$ cat src/logic/dcache_pkg.sv
// ------------------------------
// data cache sizes, address split
// and enums, shared by every block
// ------------------------------
`default_nettype none

package dcache_pkg;

    localparam int ADDR_W   = 32;
    localparam int DATA_W   = 64;
    localparam int LINE_W   = 128;
    localparam int OFFSET_W = 4;   // bit 3 picks the word half
    localparam int INDEX_W  = 6;
    localparam int TAG_W    = ADDR_W - INDEX_W - OFFSET_W;
    localparam int BANK_W   = 2;   // upper index bits
    localparam int NLINE    = 2 ** INDEX_W;
    localparam int MASK_W   = DATA_W / 8;

    typedef enum logic [2:0] {
        ST_IDLE       = 3'd0,
        ST_COMPARE    = 3'd1,
        ST_WRITEBACK  = 3'd2,
        ST_ALLOCATE   = 3'd3,
        ST_READIN     = 3'd4,
        ST_WRITEIN    = 3'd5,
        ST_FENCE      = 3'd6,
        ST_FENCE_NEXT = 3'd7
    } cache_state_e;

    typedef enum logic {
        MEM_READ  = 1'b0,
        MEM_WRITE = 1'b1
    } mem_op_e;

endpackage

`default_nettype wire

$ cat src/logic/flush_counter.sv
// ------------------------------
// fence walk line index, flags
// the last line of the cache
// ------------------------------
`timescale 1ns/1ps
`default_nettype none

module flush_counter (
    input  logic                          clk,
    input  logic                          rst,
    input  logic                          clear_i,
    input  logic                          step_i,
    output logic [dcache_pkg::INDEX_W-1:0] idx_o,
    output logic                          last_o
);
    import dcache_pkg::*;

    always_ff @(posedge clk) begin
        if (rst || clear_i) begin
            idx_o <= '0;
        end else if (step_i) begin
            idx_o <= idx_o + 1'b1;
        end
    end

    assign last_o = (idx_o == INDEX_W'(NLINE - 1));

endmodule

`default_nettype wire

$ cat config.mk
export PLATFORM = sky130hd
export DESIGN_NAME = flush_counter
export DESIGN_NICKNAME = d
export VERILOG_FILES = /design/src/logic/dcache_pkg.sv /design/src/logic/flush_counter.sv
export SDC_FILE = /design/constraint.sdc
export NUM_CORES = 1
export LEC_CHECK = 0
export ABC_AREA = 1
export BUFFER_PORTS_ARGS = -buffer_cell sky130_fd_sc_hd__buf_2
export CAP_MARGIN = 15
export CORE_AREA = 2 2 39 41
export DETAILED_ROUTE_END_ITERATION = 12
export DIE_AREA = 0 0 41 43
export PLACE_DENSITY = 0.52
export SLEW_MARGIN = 20
export SYNTH_ARGS = -nofsm -noshare
export SYNTH_HDL_FRONTEND = slang
export SYNTH_SLANG_ARGS = --single-unit
$ cat constraint.sdc
create_clock -name clk -period 1 [get_ports clk]
set_input_delay 0.05 -clock clk [delete_from_list [all_inputs] [get_ports clk]]
set_output_delay 0.05 -clock clk [all_outputs]
set_load 0.01 [all_outputs]
==> out/results.ini, run 1 <==
[logic_synthesis]
synth_area_leader_cell = dfxtp_1
netlist.area_leader.share_pct = 44.9
avgSynthCellArea_um2 = 7.24
syn_area_um2 = 268
ys_types = 10
yosysWarnings = 0
ys_ff_latch = 6
syn_inst = 37
synthesis.nets = 42
synthTopCellsByArea = dfxtp_1 (45%), nand2_1 (11%), nor2_1 (9.8%)
yosysSeqAreaShare_pct = 44.9

[die]
pin_count = 11
num_rows = 14
initial_utilization_pct = 19.3
fp.dieW_um = 41
core_area_mm2 = 0.00138
die_y_um = 43
die_area_mm2 = 0.00176

[timing]
setup_viol = 2
hold_violations = 0
period_needed_ps = 1080
setup_tns_ps = -87.2
fmax_ghz = 0.926
rsz0062_at_grt = yes
skew_ps = 1.55
setup_slack_ps = -79.8
maxSlewHeadroom_pct = 73.9
worst_pin_slew_ps = 389
maxSlewViolCount = 0
fin_crit_sh_pct = 108

[layout]
fin_cells = 70
final_common_cell = buf_2
final_cell_mix = buf_2 (9), nand2_1 (8), nor2_1 (6), a21oi_1 (5), dfxtp_1 (4)
reg_top3 = idx_o: 6 flops
largest_reg_flops = 6
num-nets-final = 61
drive_above_1_share_pct = 44.4
antenna_cells = 0
syn2layout_area_growth_pct = 57.9
regMostFlops = idx_o
finish.utilization_pct = 30.6

[detailed_routing]
wl_um = 678
antenna_left = 0
drc_errors = 0
drtIter0Drc = 12
vias_per_cell = 4.24
wire_per_inst_um = 9.69
via_count = 297
first_pass_iters = 2

[power_and_ir_drop]
pwr-share-comb_pct = 8.7
clkPwrFrac_pct = 44.1
ir_drop_v = 0.000484
switchingPower_w = 0.000121
swShare_pct = 23.1
p_leak_nw = 0.180
p_seq_share_pct = 47.2
powerDensity_mw_per_mm2 = 1240
p_int_w = 0.000404
power_w = 0.000525

[placed_design]
place_ws_ps = 57.6
gp_congestion = 0.697
port_buffers = 10
dp_cells = 66
dp_hpwl_um = 450

[global_route]
grt_usage_pct = 10.5
grt_max_degree = 7
antenna_found_initial = 0
grt_pass1_vias = 258
use_met1_pct = 12.9
grt-busiest-layer = met2
grt_overflow_total = 0
grt_pass1_wl_mm = 1.14
use_met3_pct = 4.71
grtUsageMet2_pct = 13.8

[setup_path]
cp_cell_sequence = ha_4, nand3_2, nor2_1, buf_2
crit_path_end_kind = output pin
crit_fanout = 2
cp_slowest_cell = dfxtp_2
worstPathRequired_ps = 950
cp_data_arrival_time_ps = 1030
cpPeakStageDelay_ps = 350
worstSetupPathType = flip-flop to output pin
ff2ff_setup_slack_ps = -10
cp-start-kind = flip-flop

[clocking]
clkTransAtPathRegs_ps = 50
ctsHoldBuffers = 0
cts_sinks = 6
clkLatencyLatePin_ps = 250
cts.htree.levels = 1
cts_tree = done
cts_buffers = 3
cts_root_buffer = clkbuf_4
clock_path_buffers = 2

[job]
cap_violations = 0

[worst_hold_path]
hold_path.class = primary input to flip-flop

[status]
failed_checks = negative setup slack
status = finished with violations

[routing by layer]
layer	part of all wire [%]	vias up
li1	-	155
met1	50	130
met2	44	12
met3	5.5	0
met4	0	0
met5	0	-
[synth_stat cells (all sizes together)]
library cell,instances
nand3,2
inv,3
o21ai,3
dfxtp,6
nor2,8
nand2,9
a21oi,5
ha,1
[kinds of logic (layout without fill, tap and decap cells)]
group	after synthesis	count (layout)	synth area share, %
flops	6	6	44.9
simple gates	19	19	31.3
buf+inv	3	20	4.21
fa+ha+maj	1	1	4.67
compound gates	8	8	15.0
[worst max-delay path, delay by kind of cell (launching register included)]
kind	cells	cell delay, ps
adders and majority gates	1	140
buffers and inverters	1	140
DFF	1	350
and+or+nand+nor	2	160
[repair_timing]
| item | in CTS | in global routing |
|---|---|---|
| buffers inserted | 1 | 0 |
| endpoints found under the setup margin | 1 | 5 |
| pin swaps | 3 | 1 |
| gates resized for setup | 6 | 1 |
[stage by stage]
| step | instance area (um2) | hold WS [ps] |
|---|---|---|
| 2_1_floorplan | 269 | 132 |
| 4_1_cts | 420 | 43.0 |
| 3_5_place_dp | 362 | 308 |
| 5_1_grt | 423 | 76.7 |
| 3_3_place_gp | 362 | 311 |
| 6_report | 423 | 52.8 |
[layout make-up]
cell class / count / area (um2)
inverter: 3 / 11.3
tap: 16 / 20.0
timing repair buffer: 14 / 90.1
sequential: 6 / 123
fill: 152 / 961
clock buffer: 3 / 22.5
multi-input combinational: 28 / 156
[worst paths after layout]
kind / from / to / depth (start not counted)
setup / recovery: idx_o[0] / last_o / 4
hold / removal: step_i / idx_o[1] / 2
setup reg to reg: idx_o[0] / idx_o[5] / 7
hold reg to reg: idx_o[4] / idx_o[4] / 2
[power groups by stage]
stage / registers (W) / clock network [W] / logic, W
4_1_cts: 0.000248 / 0.000244 / 0.0000452
2_1_floorplan: 0.000254 / 0 / 0.0000133
5_1_grt: 0.000248 / 0.000257 / 0.0000531
3_3_place_gp: 0.000250 / 0 / 0.0000371
3_5_place_dp: 0.000250 / 0 / 0.0000368
6_report: 0.000248 / 0.000232 / 0.0000455
(Power assumes the default switching activity.)
==> run 2, diff against run 1 <==
Settings changed: ABC_AREA 1 to unset.
==> run 2 against run 1 <==
Net effect: first-iteration DRC count shrank 58%; critical endpoint unchanged; global-route usage shrank 1.1 points; the run still ends with negative setup slack left; worst setup slack lost 17 ps.
==> out/results.ini, run 2 <==
[timing]
period_needed_ps = 1100  ; +17.4 ps
setup_viol = 3  ; +1
fin_crit_sh_pct = 110  ; +1.7 points
setup_slack_ps = -97.2  ; -17.4 ps
setup_tns_ps = -166  ; -78.6 ps
hold_violations = 0  ; unchanged
rsz0062_at_grt = yes
worst_pin_slew_ps = 126  ; -263 ps
maxSlewViolCount = 0  ; unchanged
fmax_ghz = 0.911  ; -1.6%
skew_ps = 8.60  ; +7.05 ps
maxSlewHeadroom_pct = 91.4  ; +17 points

[detailed_routing]
vias_per_cell = 4.21  ; -0.80%
first_pass_iters = 4  ; +2
antenna_left = 0  ; unchanged
via_count = 282  ; -5.1%
drtIter0Drc = 5  ; -7
wl_um = 603  ; -11%
drc_errors = 0  ; unchanged
wire_per_inst_um = 9.00  ; -7.1%

[logic_synthesis]
netlist.area_leader.share_pct = 45.9  ; +1.1 points
yosys.area_share.simple_pct = 26.8  ; -4.5 points
synth_xor_area_share_pct = 13.4  ; +13 points
synth_top_flop_cell = dfxtp_1
synth_area_leader_cell = dfxtp_1
ys_types = 15  ; +5
yosys-top-cells-count = dfxtp_1 (6), nor2_1 (6), nand2_1 (3), xor2_1 (3)
synthTopCellsByArea = dfxtp_1 (46%), xor2_1 (10%), nor2_1 (8.6%)
synth_fa_ha_area_share_pct = 4.78  ; +0.11 points
ys_async_sr_fraction_pct = 0  ; unchanged
synth-edff-count = 0  ; unchanged
avgSynthCellArea_um2 = 9.02  ; +25%
muxShareOfSynthArea_pct = 3.83  ; +3.8 points
ys_ff_latch = 6  ; unchanged
yosysSeqAreaShare_pct = 45.9  ; +1.1 points
synth_top_family_by_area = simple AND/OR/NAND/NOR gates
syn_area_um2 = 262  ; -2.3%
synth_compound_area_share_pct = 3.83  ; -11 points
yosysWarnings = 0  ; unchanged
syn_inst = 29  ; -22%
synthesis.nets = 34  ; -19%

[layout]
regMostFlops = idx_o
final_common_cell = buf_2
syn2layout_area_growth_pct = 79.4
drive_above_1_share_pct = 56.9  ; +12 points
antenna_cells = 0  ; unchanged
final_cell_mix = buf_2 (9), buf_4 (8), nor2_1 (6)
largest_reg_flops = 6  ; unchanged
num-nets-final = 57  ; -6.6%
multi_input_area_um2 = 164  ; +4.8%
final_area_um2 = 469  ; +11%
seqCellArea_um2 = 131  ; +7.1%
n_fill_cell = 158  ; +3.9%
reg_top3 = idx_o: 6 flops

[setup_path]
ff2ff_setup_slack_ps = -70  ; -60 ps
worstPathRequired_ps = 950  ; about the same
cp_data_arrival_time_ps = 1050  ; +20 ps
worstSetupPathType = flip-flop to output pin
rr_startpoint = idx_o[0]
crit_path_end_kind = output pin
crit_fanout = 3  ; +1
cp-start-kind = flip-flop
rr_worst_depth = 5  ; -2
reg2reg_to = idx_o[5]

[die]
initial_utilization_pct = 18.9  ; -0.45 points
fp.dieW_um = 41  ; unchanged
core_area_mm2 = 0.00138  ; unchanged
die_y_um = 43  ; unchanged
num_rows = 14  ; unchanged
pin_count = 11  ; unchanged
die_area_mm2 = 0.00176  ; unchanged

[placed_design]
dp_hpwl_um = 453  ; +0.73%
place_area_um2 = 385  ; +6.6%
place_ws_ps = -0.414  ; -58.1 ps
port_buffers = 10  ; unchanged
gp_congestion = 0.699  ; +0.40%

[clocking]
clkTransAtPathRegs_ps = 50  ; about the same
ctsHoldBuffers = 0  ; unchanged
cts_buffers = 3  ; unchanged
cts.htree.levels = 1  ; unchanged
clock_path_buffers = 2  ; unchanged
cts_root_buffer = clkbuf_4
cts_tree = done
cts_sinks = 6  ; unchanged
clkLatencyLatePin_ps = 250  ; about the same

[global_route]
antenna_found_initial = 0  ; unchanged
grt_usage_pct = 9.46  ; -1.1 points
grt_pass1_vias = 266  ; +3.1%
grt_overflow_total = 0  ; unchanged
grt_max_degree = 7  ; unchanged
grt_pass1_wl_mm = 1.06  ; -7.3%

[power_and_ir_drop]
p_int_w = 0.000415  ; +2.6%
ir_drop_v = 0.000704  ; +45%
swShare_pct = 22.3  ; -0.80 points
powerDensity_mw_per_mm2 = 1140  ; -8.5%
p_seq_share_pct = 45.0  ; -2.2 points
pwr-share-comb_pct = 8.6  ; about the same
p_leak_nw = 0.210  ; +16%
clkPwrFrac_pct = 46.4  ; +2.3 points
switchingPower_w = 0.000119  ; -2.0%

[worst_hold_path]
hold_depth = 3  ; +1
holdCritStartpoint = rst
worst_hold_path.endpoint = idx_o[0]
hold_path.class = primary input to flip-flop

[status]
status = finished with violations
failed_checks = negative setup slack

[job]
cap_violations = 0  ; unchanged

[run 2: cell types whose count changed after synthesis, sizes merged, moves of 3 or more]
cell,before,now
a21oi,5,1
xor2,0,3
nand2,9,3
inv,3,0
[run 2: area by class of cell]
cell class | instances | area share, %
timing repair buffer | 19 | 27.2
tap | 16 | 4.27
multi-input combinational | 22 | 34.9
clock buffer | 4 | 5.60
sequential | 6 | 28.0
[run 2: cell families (layout without fill, tap and decap cells)]
group           count (synthesis)  in the layout
compound gates                  2              2
simple gates                   14             14
fa+ha+maj                       1              1
xor+xnor                        4              4
buf+inv                         1             23
mux                             1              1
flops                           6              6
[run 2: power by group through the flow]
stage	clock [W]	combinational, W	sequential (W)
6_report	0.000248	0.0000459	0.000240
5_1_grt	0.000274	0.0000523	0.000240
4_1_cts	0.000258	0.0000338	0.000241
3_5_place_dp	0	0.0000313	0.000245
3_3_place_gp	0	0.0000307	0.000245
2_1_floorplan	0	0.0000129	0.000247
[run 2: worst max path at each step]
stage | from | end | slack, ps | cells after the start
after floorplan | idx_o[0] | idx_o[5] | 10 | 3
after global placement | idx_o[0] | idx_o[5] | 20 | 3
after detailed placement | idx_o[0] | idx_o[4] | -0.4 | 4
after CTS | idx_o[0] | last_o | -90 | 4
after global routing | idx_o[0] | last_o | -170 | 4
final | idx_o[0] | last_o | -100 | 4
[run 2: what timing repair did]
item | in CTS | in global routing
pin swaps | 4 | 4
setup buffers | 1 | 3
endpoints found under the hold margin | 0 | 0
setup endpoints to repair | 3 | 2
gates resized for setup | 3 | 2
[run 2: layer usage]
metal / share of wire [%] / vias up / wire, um / GRT usage (%)
li1: - / 144 / - / -
met1: 44 / 123 / 268 / 9.71
met2: 44 / 11 / 266 / 13.4
met3: 6.8 / 4 / 41 / 3.14
met4: 4.5 / 0 / 27 / 10.0
met5: 0 / - / 0 / 0
[run 2: critical path, stage by stage, from the launching register on]
cell and delay [ps]:
dfxtp_4 360, ha_4 140, nand3_2 60, nor2_1 100
buf_2 140
[run 2: metrics by stage]
stage / total power [W] / hold slack (ps) / utilization [%] / instances
after CTS: 0.000534 / 124 / 31.6 / 64
final: 0.000534 / 121 / 33.9 / 67
after global placement: 0.000276 / 385 / 27.8 / 59
after global routing: 0.000566 / 165 / 33.9 / 67
after detailed placement: 0.000277 / 389 / 27.8 / 59
after floorplan: 0.000260 / 196 / - / 29
