### src/logic/dcache_pkg.sv
// ------------------------------
// data cache sizes, address split
// and enums, shared by every block
// ------------------------------
`default_nettype none

package dcache_pkg;

    localparam int ADDR_W   = 32;
    localparam int DATA_W   = 64;
    localparam int LINE_W   = 128;
    localparam int OFFSET_W = 4;   // bit 3 picks the word half
    localparam int INDEX_W  = 6;
    localparam int TAG_W    = ADDR_W - INDEX_W - OFFSET_W;
    localparam int BANK_W   = 2;   // upper index bits
    localparam int NLINE    = 2 ** INDEX_W;
    localparam int MASK_W   = DATA_W / 8;

    typedef enum logic [2:0] {
        ST_IDLE       = 3'd0,
        ST_COMPARE    = 3'd1,
        ST_WRITEBACK  = 3'd2,
        ST_ALLOCATE   = 3'd3,
        ST_READIN     = 3'd4,
        ST_WRITEIN    = 3'd5,
        ST_FENCE      = 3'd6,
        ST_FENCE_NEXT = 3'd7
    } cache_state_e;

    typedef enum logic {
        MEM_READ  = 1'b0,
        MEM_WRITE = 1'b1
    } mem_op_e;

endpackage

`default_nettype wire

### src/logic/line_store_if.sv
// ------------------------------
// controller to line store link,
// index, write strobes, read line
// ------------------------------
`timescale 1ns/1ps
`default_nettype none

interface line_store_if;
    import dcache_pkg::*;

    logic [INDEX_W-1:0]  idx;
    logic                we;          // word merge
    logic [LINE_W/8-1:0] wmask_word;  // byte mask already placed in its half
    logic [DATA_W-1:0]   wdata_word;
    logic                fill_we;
    logic [LINE_W-1:0]   fill_line;
    logic [LINE_W-1:0]   rd_line;     // one cycle after idx

    modport ctrl (
        output idx, we, wmask_word, wdata_word, fill_we, fill_line,
        input  rd_line
    );

    modport store (
        input  idx, we, wmask_word, wdata_word, fill_we, fill_line,
        output rd_line
    );

endinterface

`default_nettype wire

### src/logic/dcache_ctrl.sv
// ------------------------------
// cache FSM for lookup, write-back,
// fill, write merge and fence walk
// ------------------------------
`timescale 1ns/1ps
`default_nettype none

module dcache_ctrl (
    input  logic                          clk,
    input  logic                          rst,
    input  logic                          cpu_valid_i,
    input  logic                          cpu_we_i,
    input  logic                          fence_i,
    input  logic [dcache_pkg::ADDR_W-1:0]  cpu_addr_i,
    input  logic [dcache_pkg::DATA_W-1:0]  cpu_wdata_i,
    input  logic [dcache_pkg::MASK_W-1:0]  cpu_wmask_i,
    input  logic                          hit_i,
    input  logic                          victim_dirty_i,
    input  logic                          line_valid_i,
    input  logic [dcache_pkg::TAG_W-1:0]   victim_tag_i,
    input  logic                          mem_ready_i,
    input  logic [dcache_pkg::LINE_W-1:0]  mem_rdata_i,
    input  logic [dcache_pkg::INDEX_W-1:0] flush_idx_i,
    input  logic                          flush_last_i,
    line_store_if.ctrl                    ls,
    output logic                          cpu_ready_o,
    output logic [dcache_pkg::DATA_W-1:0]  cpu_rdata_o,
    output logic                          mem_valid_o,
    output dcache_pkg::mem_op_e           mem_op_o,
    output logic [dcache_pkg::ADDR_W-1:0]  mem_addr_o,
    output logic [dcache_pkg::LINE_W-1:0]  mem_wdata_o,
    output logic                          tag_fill_o,
    output logic                          tag_mark_dirty_o,
    output logic                          tag_clean_o,
    output logic [dcache_pkg::INDEX_W-1:0] tag_idx_o,
    output logic                          flush_clear_o,
    output logic                          flush_step_o
);
    import dcache_pkg::*;

    cache_state_e       state_q, state_d;
    logic [INDEX_W-1:0] cpu_idx;
    logic               accept, fence_busy, line_dirty, line_done, mem_req, fill;

    assign cpu_idx    = cpu_addr_i[OFFSET_W +: INDEX_W];
    assign accept     = cpu_valid_i && !cpu_ready_o;  // request still held in ready cycle
    assign fence_busy = (state_q == ST_FENCE) || (state_q == ST_FENCE_NEXT);
    assign line_dirty = line_valid_i && victim_dirty_i;
    assign line_done  = !line_dirty || mem_ready_i;   // fence line needs no write or is written
    assign fill       = (state_q == ST_ALLOCATE) && mem_ready_i;

    always_comb begin
        state_d = state_q;
        case (state_q)
            ST_IDLE: begin
                if (accept) begin
                    state_d = fence_i ? ST_FENCE_NEXT : ST_COMPARE;
                end
            end
            ST_COMPARE: begin
                if (hit_i) begin
                    state_d = ST_READIN;
                end else if (line_dirty) begin
                    state_d = ST_WRITEBACK;
                end else begin
                    state_d = ST_ALLOCATE;
                end
            end
            ST_WRITEBACK: if (mem_ready_i) state_d = ST_ALLOCATE;
            ST_ALLOCATE:  if (mem_ready_i) state_d = ST_COMPARE;  // look up again
            ST_READIN:    state_d = cpu_we_i ? ST_WRITEIN : ST_IDLE;
            ST_WRITEIN:   state_d = ST_IDLE;
            ST_FENCE_NEXT: state_d = ST_FENCE;                     // wait for rd_line
            ST_FENCE: begin
                if (line_done) begin
                    state_d = flush_last_i ? ST_IDLE : ST_FENCE_NEXT;
                end
            end
            default: state_d = ST_IDLE;
        endcase
    end

    always_ff @(posedge clk) begin
        if (rst) begin
            state_q     <= ST_IDLE;
            cpu_ready_o <= 1'b0;
        end else begin
            state_q     <= state_d;
            cpu_ready_o <= (state_q == ST_READIN) ||
                           ((state_q == ST_FENCE) && line_done && flush_last_i);
        end
    end

    always_ff @(posedge clk) begin
        if (state_q == ST_READIN) begin
            cpu_rdata_o <= cpu_addr_i[OFFSET_W-1] ? ls.rd_line[LINE_W-1 -: DATA_W]
                                                  : ls.rd_line[DATA_W-1:0];
        end
    end

    // memory request held until ready
    assign mem_req = (state_q == ST_WRITEBACK) || (state_q == ST_ALLOCATE) ||
                     ((state_q == ST_FENCE) && line_dirty);

    always_ff @(posedge clk) begin
        if (rst) begin
            mem_valid_o <= 1'b0;
        end else if (mem_ready_i) begin
            mem_valid_o <= 1'b0;
        end else if (mem_req) begin
            mem_valid_o <= 1'b1;
        end
    end

    always_ff @(posedge clk) begin
        if (mem_req && !mem_valid_o && !mem_ready_i) begin
            if (state_q == ST_ALLOCATE) begin
                mem_op_o   <= MEM_READ;
                mem_addr_o <= {cpu_addr_i[ADDR_W-1:OFFSET_W], {OFFSET_W{1'b0}}};
            end else begin
                mem_op_o   <= MEM_WRITE;
                mem_addr_o <= {victim_tag_i, tag_idx_o, {OFFSET_W{1'b0}}};
            end
            mem_wdata_o <= ls.rd_line;
        end
    end

    assign tag_idx_o        = fence_busy ? flush_idx_i : cpu_idx;
    assign tag_fill_o       = fill;
    assign tag_mark_dirty_o = (state_q == ST_WRITEIN);
    assign tag_clean_o      = (state_q == ST_FENCE) && line_dirty && mem_ready_i;
    assign flush_clear_o    = (state_q == ST_IDLE) && accept && fence_i;
    assign flush_step_o     = (state_q == ST_FENCE) && line_done && !flush_last_i;

    assign ls.idx        = tag_idx_o;
    assign ls.we         = (state_q == ST_WRITEIN);
    assign ls.wmask_word = cpu_addr_i[OFFSET_W-1] ? {cpu_wmask_i, {MASK_W{1'b0}}}
                                                  : {{MASK_W{1'b0}}, cpu_wmask_i};
    assign ls.wdata_word = cpu_wdata_i;
    assign ls.fill_we    = fill;
    assign ls.fill_line  = mem_rdata_i;

endmodule

`default_nettype wire

### src/flat_wrapper.sv
// flat-port wrapper written by rule: the top's interface ports become plain ports
module dcache_ctrl_flat import dcache_pkg::*;
  (clk, rst, cpu_valid_i, cpu_we_i, fence_i, cpu_addr_i, cpu_wdata_i, cpu_wmask_i, hit_i, victim_dirty_i, line_valid_i, victim_tag_i, mem_ready_i, mem_rdata_i, flush_idx_i, flush_last_i, cpu_ready_o, cpu_rdata_o, mem_valid_o, mem_op_o, mem_addr_o, mem_wdata_o, tag_fill_o, tag_mark_dirty_o, tag_clean_o, tag_idx_o, flush_clear_o, flush_step_o, ls_idx, ls_we, ls_wmask_word, ls_wdata_word, ls_fill_we, ls_fill_line, ls_rd_line);
  line_store_if ls_i ();
  input  logic clk;
  input  logic rst;
  input  logic cpu_valid_i;
  input  logic cpu_we_i;
  input  logic fence_i;
  input  logic [dcache_pkg::ADDR_W-1:0] cpu_addr_i;
  input  logic [dcache_pkg::DATA_W-1:0] cpu_wdata_i;
  input  logic [dcache_pkg::MASK_W-1:0] cpu_wmask_i;
  input  logic hit_i;
  input  logic victim_dirty_i;
  input  logic line_valid_i;
  input  logic [dcache_pkg::TAG_W-1:0] victim_tag_i;
  input  logic mem_ready_i;
  input  logic [dcache_pkg::LINE_W-1:0] mem_rdata_i;
  input  logic [dcache_pkg::INDEX_W-1:0] flush_idx_i;
  input  logic flush_last_i;
  output logic cpu_ready_o;
  output logic [dcache_pkg::DATA_W-1:0] cpu_rdata_o;
  output logic mem_valid_o;
  output dcache_pkg::mem_op_e mem_op_o;
  output logic [dcache_pkg::ADDR_W-1:0] mem_addr_o;
  output logic [dcache_pkg::LINE_W-1:0] mem_wdata_o;
  output logic tag_fill_o;
  output logic tag_mark_dirty_o;
  output logic tag_clean_o;
  output logic [dcache_pkg::INDEX_W-1:0] tag_idx_o;
  output logic flush_clear_o;
  output logic flush_step_o;
  output wire logic [$bits(ls_i.idx)-1:0] ls_idx;
  output wire logic [$bits(ls_i.we)-1:0] ls_we;
  output wire logic [$bits(ls_i.wmask_word)-1:0] ls_wmask_word;
  output wire logic [$bits(ls_i.wdata_word)-1:0] ls_wdata_word;
  output wire logic [$bits(ls_i.fill_we)-1:0] ls_fill_we;
  output wire logic [$bits(ls_i.fill_line)-1:0] ls_fill_line;
  input wire logic [$bits(ls_i.rd_line)-1:0] ls_rd_line;
  assign ls_idx = ls_i.idx;
  assign ls_we = ls_i.we;
  assign ls_wmask_word = ls_i.wmask_word;
  assign ls_wdata_word = ls_i.wdata_word;
  assign ls_fill_we = ls_i.fill_we;
  assign ls_fill_line = ls_i.fill_line;
  assign ls_i.rd_line = ls_rd_line;
  dcache_ctrl u_core (.clk(clk), .rst(rst), .cpu_valid_i(cpu_valid_i), .cpu_we_i(cpu_we_i), .fence_i(fence_i), .cpu_addr_i(cpu_addr_i), .cpu_wdata_i(cpu_wdata_i), .cpu_wmask_i(cpu_wmask_i), .hit_i(hit_i), .victim_dirty_i(victim_dirty_i), .line_valid_i(line_valid_i), .victim_tag_i(victim_tag_i), .mem_ready_i(mem_ready_i), .mem_rdata_i(mem_rdata_i), .flush_idx_i(flush_idx_i), .flush_last_i(flush_last_i), .ls(ls_i), .cpu_ready_o(cpu_ready_o), .cpu_rdata_o(cpu_rdata_o), .mem_valid_o(mem_valid_o), .mem_op_o(mem_op_o), .mem_addr_o(mem_addr_o), .mem_wdata_o(mem_wdata_o), .tag_fill_o(tag_fill_o), .tag_mark_dirty_o(tag_mark_dirty_o), .tag_clean_o(tag_clean_o), .tag_idx_o(tag_idx_o), .flush_clear_o(flush_clear_o), .flush_step_o(flush_step_o));
endmodule
### config.mk
export PLATFORM = sky130hd
export DESIGN_NAME = dcache_ctrl_flat
export DESIGN_NICKNAME = d
export VERILOG_FILES = /design/src/logic/dcache_pkg.sv /design/src/logic/line_store_if.sv /design/src/logic/dcache_ctrl.sv /design/src/flat_wrapper.sv
export SDC_FILE = /design/constraint.sdc
export NUM_CORES = 1
export LEC_CHECK = 0
export ABC_AREA = 1
export BUFFER_PORTS_ARGS = -buffer_cell sky130_fd_sc_hd__buf_2
export CAP_MARGIN = 20
export CORE_AREA = 2 2 335 337
export DETAILED_ROUTE_END_ITERATION = 8
export DIE_AREA = 0 0 337 339
export GPL_TIMING_DRIVEN = 0
export MAX_ROUTING_LAYER = met4
export PLACE_DENSITY = 0.36
export SLEW_MARGIN = 20
export SYNTH_ARGS = -nofsm -noshare
export SYNTH_HDL_FRONTEND = slang
export SYNTH_SLANG_ARGS = --single-unit
### constraint.sdc
create_clock -name clk -period 34.1 [get_ports clk]
set_input_delay 3.41 -clock clk [delete_from_list [all_inputs] [get_ports clk]]
set_output_delay 3.41 -clock clk [all_outputs]
set_load 0.1 [all_outputs]
==> run metrics <==
routed length on met1 19.25 mm; maxcap violations 0; Worst EP arrival 4.94 ns; Synth Instances 638; Clock transition at path regs 0.06 ns; multiplexer share of the synthesized area 11.49%; drt wl/cell 20.00 um; layout cells sized above 1 76.02%; Area Overhead vs Synth 63.68%; Core Footprint 110400 um2; R2R setup slack 30.13 ns; Synth Area in Compound Gates 0.2016%; vias in the first global route 8557; DRC Markers 0; die area 114200 um2; Tot GR Track Use 9.706%; top layer in use met4; Post-Route Skew 0.02583 ns; Crit Path Max Fanout 10; IO Count 852; DP Area 15310 um2; drt first pass iters 4; status finished, final reports clean; Inserted Clock Buffers 28; synth warn 0; Crit path required time 30.69 ns; most used cell, CP buf_2; first-pass GRT wire length 73.22 mm; worst r2r src u_core.state_q[2]; CP Launch Type input port; final core occ 14.72%; largest net degree at the start of global routing 16; minimum clock period 8.354 ns; antenna violations before repair 23; H-tree Lvls 1; worst hold path depth 2; Yosys cell types 22; Final setup viols 0; maximum VDD drop 0.03368 mV; Pwr Density 79.86 nW/um2; Setup crit end kind primary output; Routed met3 length 7.028 mm; setup ws final 25.75 ns; Post-Syn Area 9928 um2; final cell count without fillers 2881; # fillers 12480; nets@finish 1750; Place WS 25.69 ns; vias per inst 2.735; leading area contributor after synthesis edfxtp_1; Mapped Avg Cell Area 15.56 um2; Slowest-stage cell, CP buf_2; chip height 339 um; Worst-Margin Slew 0.7629 ns; register area share after synthesis 67.85%; Tcrit/Tclk final 24.50%; CP max stage delay 0.41 ns; grt ovf 0; Adder-Cell Fraction of Synth Area 0%; post-cts resize count 0; site row count 122; vias after detailed routing 7880; Post-synth top cells 221 x edfxtp_1, 204 x buf_4, 88 x mux2_2; slew margin rel. 49.49%; input/output buffers 651; Post-CTS Setup Bufs 0; Die X 337 um; Routed WL 57.63 mm; largest family of logic cells by synthesized area buffers and inverters; Leakage 7.020 nW; post-synth top area share 66.84%; DP Wirelength 51.47 mm; Setup Crit Path Kind input port to primary output; clk sinks 226; Final TNS setup 0 ns; Slew Viols, Final 0; reg2reg path depth 16; Placer Congestion 0.9595; simple-gate share of the synthesized area 3.138%; clk buf depth 3; post-synthesis xor/xnor area fraction 0%; Main synth FF type edfxtp_1; crit-path cells buf_2 -> buf_2 -> buf_1 -> nand2_1 -> inv_1 -> buf_2; worst hold slack 0.5313 ns; Worst Hold Launch u_core.mem_valid_o; total power 1.298 mW; top cells by area in the synthesized netlist edfxtp_1 67%, buf_4 15%, mux2_2 10%, mux2_4 1.5%, dfxtp_1 1.0%; FF-to-FF End u_core.mem_wdata_o[55]; post-route ant nets 0; Initial DRC Count 250; Async SR Flop Fraction 0%; clk_lat worst skew 0.59 ns; Achievable Freq 119.7 MHz; CTS tree built; count leader, synth edfxtp_1; Initial Util 8.996%; register bit total from synthesis 226; root buffer cell clkbuf_16; worst hold path endpoint u_core.mem_valid_o; met2 routed WL 29.36 mm; cell area after layout 16250 um2; min-delay worst type flip-flop to flip-flop; RSZ-0062 raised after global routing no; number of synthesized flops with an enable pin 221; CTS Hold Bufs 0; placed cells 2810; Hold Vio Cnt, Final 0
worst max path at each step:
| stage | startpoint | to | slack (ns) | cells past startpoint |
|---|---|---|---|---|
| 2_1_floorplan | line_valid_i | u_core.mem_addr_o[10] | 18.99 | 4 |
| 3_3_place_gp | line_valid_i | u_core.mem_wdata_o[122] | 11.70 | 5 |
| 3_5_place_dp | cpu_addr_i[3] | ls_wmask_word[14] | 25.69 | 6 |
| 4_1_cts | cpu_addr_i[3] | ls_wmask_word[14] | 25.70 | 6 |
| 5_1_grt | cpu_addr_i[3] | ls_wmask_word[14] | 25.56 | 6 |
| 6_report | cpu_addr_i[3] | ls_wmask_word[14] | 25.75 | 6 |
report_power, final:
group	switching, mW	internal [mW]	leakage, nW
Combinational	0.526	0.0991	4.55
Clock	0.124	0.166	0.414
Sequential	0.0136	0.369	2.06
cell usage in the layout, fill, tap and decap left out:
cell type / synthesis / final
nand3_1: 10 / 10
inv_6: 0 / 1
o31ai_1: 1 / 1
clkinv_1: 0 / 6
o211ai_1: 1 / 1
mux2_4: 10 / 10
buf_2: 9 / 660
mux2_2: 88 / 88
clkinvlp_4: 0 / 4
clkbuf_16: 0 / 28
nand2_2: 3 / 3
clkinv_2: 0 / 2
buf_1: 1 / 1
a21oi_1: 1 / 1
buf_4: 204 / 229
nor2_1: 25 / 25
nand4_1: 2 / 2
nand2_1: 19 / 19
nor3_2: 0 / 2
dfxtp_1: 5 / 5
bufinv_16: 0 / 2
buf_6: 3 / 8
inv_2: 2 / 2
clkbuf_1: 0 / 6
nor3_1: 4 / 2
inv_1: 25 / 25
conb_1: 1 / 4
nand3_4: 2 / 2
nand3_2: 1 / 1
diode_2: 0 / 21
clkinv_16: 0 / 1
edfxtp_1: 221 / 221
flip-flops by register name, indices dropped and copies added, names as in the netlist:
signal	cells
u_core.mem_wdata_o	128
u_core.state_q	3
u_core.mem_valid_o	1
u_core.cpu_rdata_o	64
u_core.mem_addr_o	28
u_core.mem_op_o	1
u_core.cpu_ready_o	1
layer usage:
metal  GRT usage [%]  vias up
met4           4.911        0
met3           4.651       58
li1                -     3503
met5               -        -
met1           8.946     3788
met2           16.63      531
critical path, delay by kind of cell:
family        cells  cell delay, ns
buf+inv           5            1.41
simple gates      1            0.11
cells by family (layout without fill, tap and decap cells):
kind of cell / count (synthesis) / count (layout)
other cells: 1 / 25
simple gates: 66 / 66
mux: 98 / 98
flops: 226 / 226
compound gates: 3 / 3
buf+inv: 244 / 975
layout make-up:
cell class / instances / area (um2) / share of cell area (%)
diodes: 21 / 52.55 / 0.3234
repair buffers: 681 / 3502 / 21.55
well taps: 1488 / 1862 / 11.46
multi-input cells: 171 / 1498 / 9.216
plain buffers: 217 / 1614 / 9.932
inverters: 27 / 101.3 / 0.6237
flip-flops and latches: 226 / 6736 / 41.45
clock buffers: 34 / 723.2 / 4.450
clock inverters: 16 / 161.4 / 0.9932
Note: power is estimated with default switching activity, not from simulation.
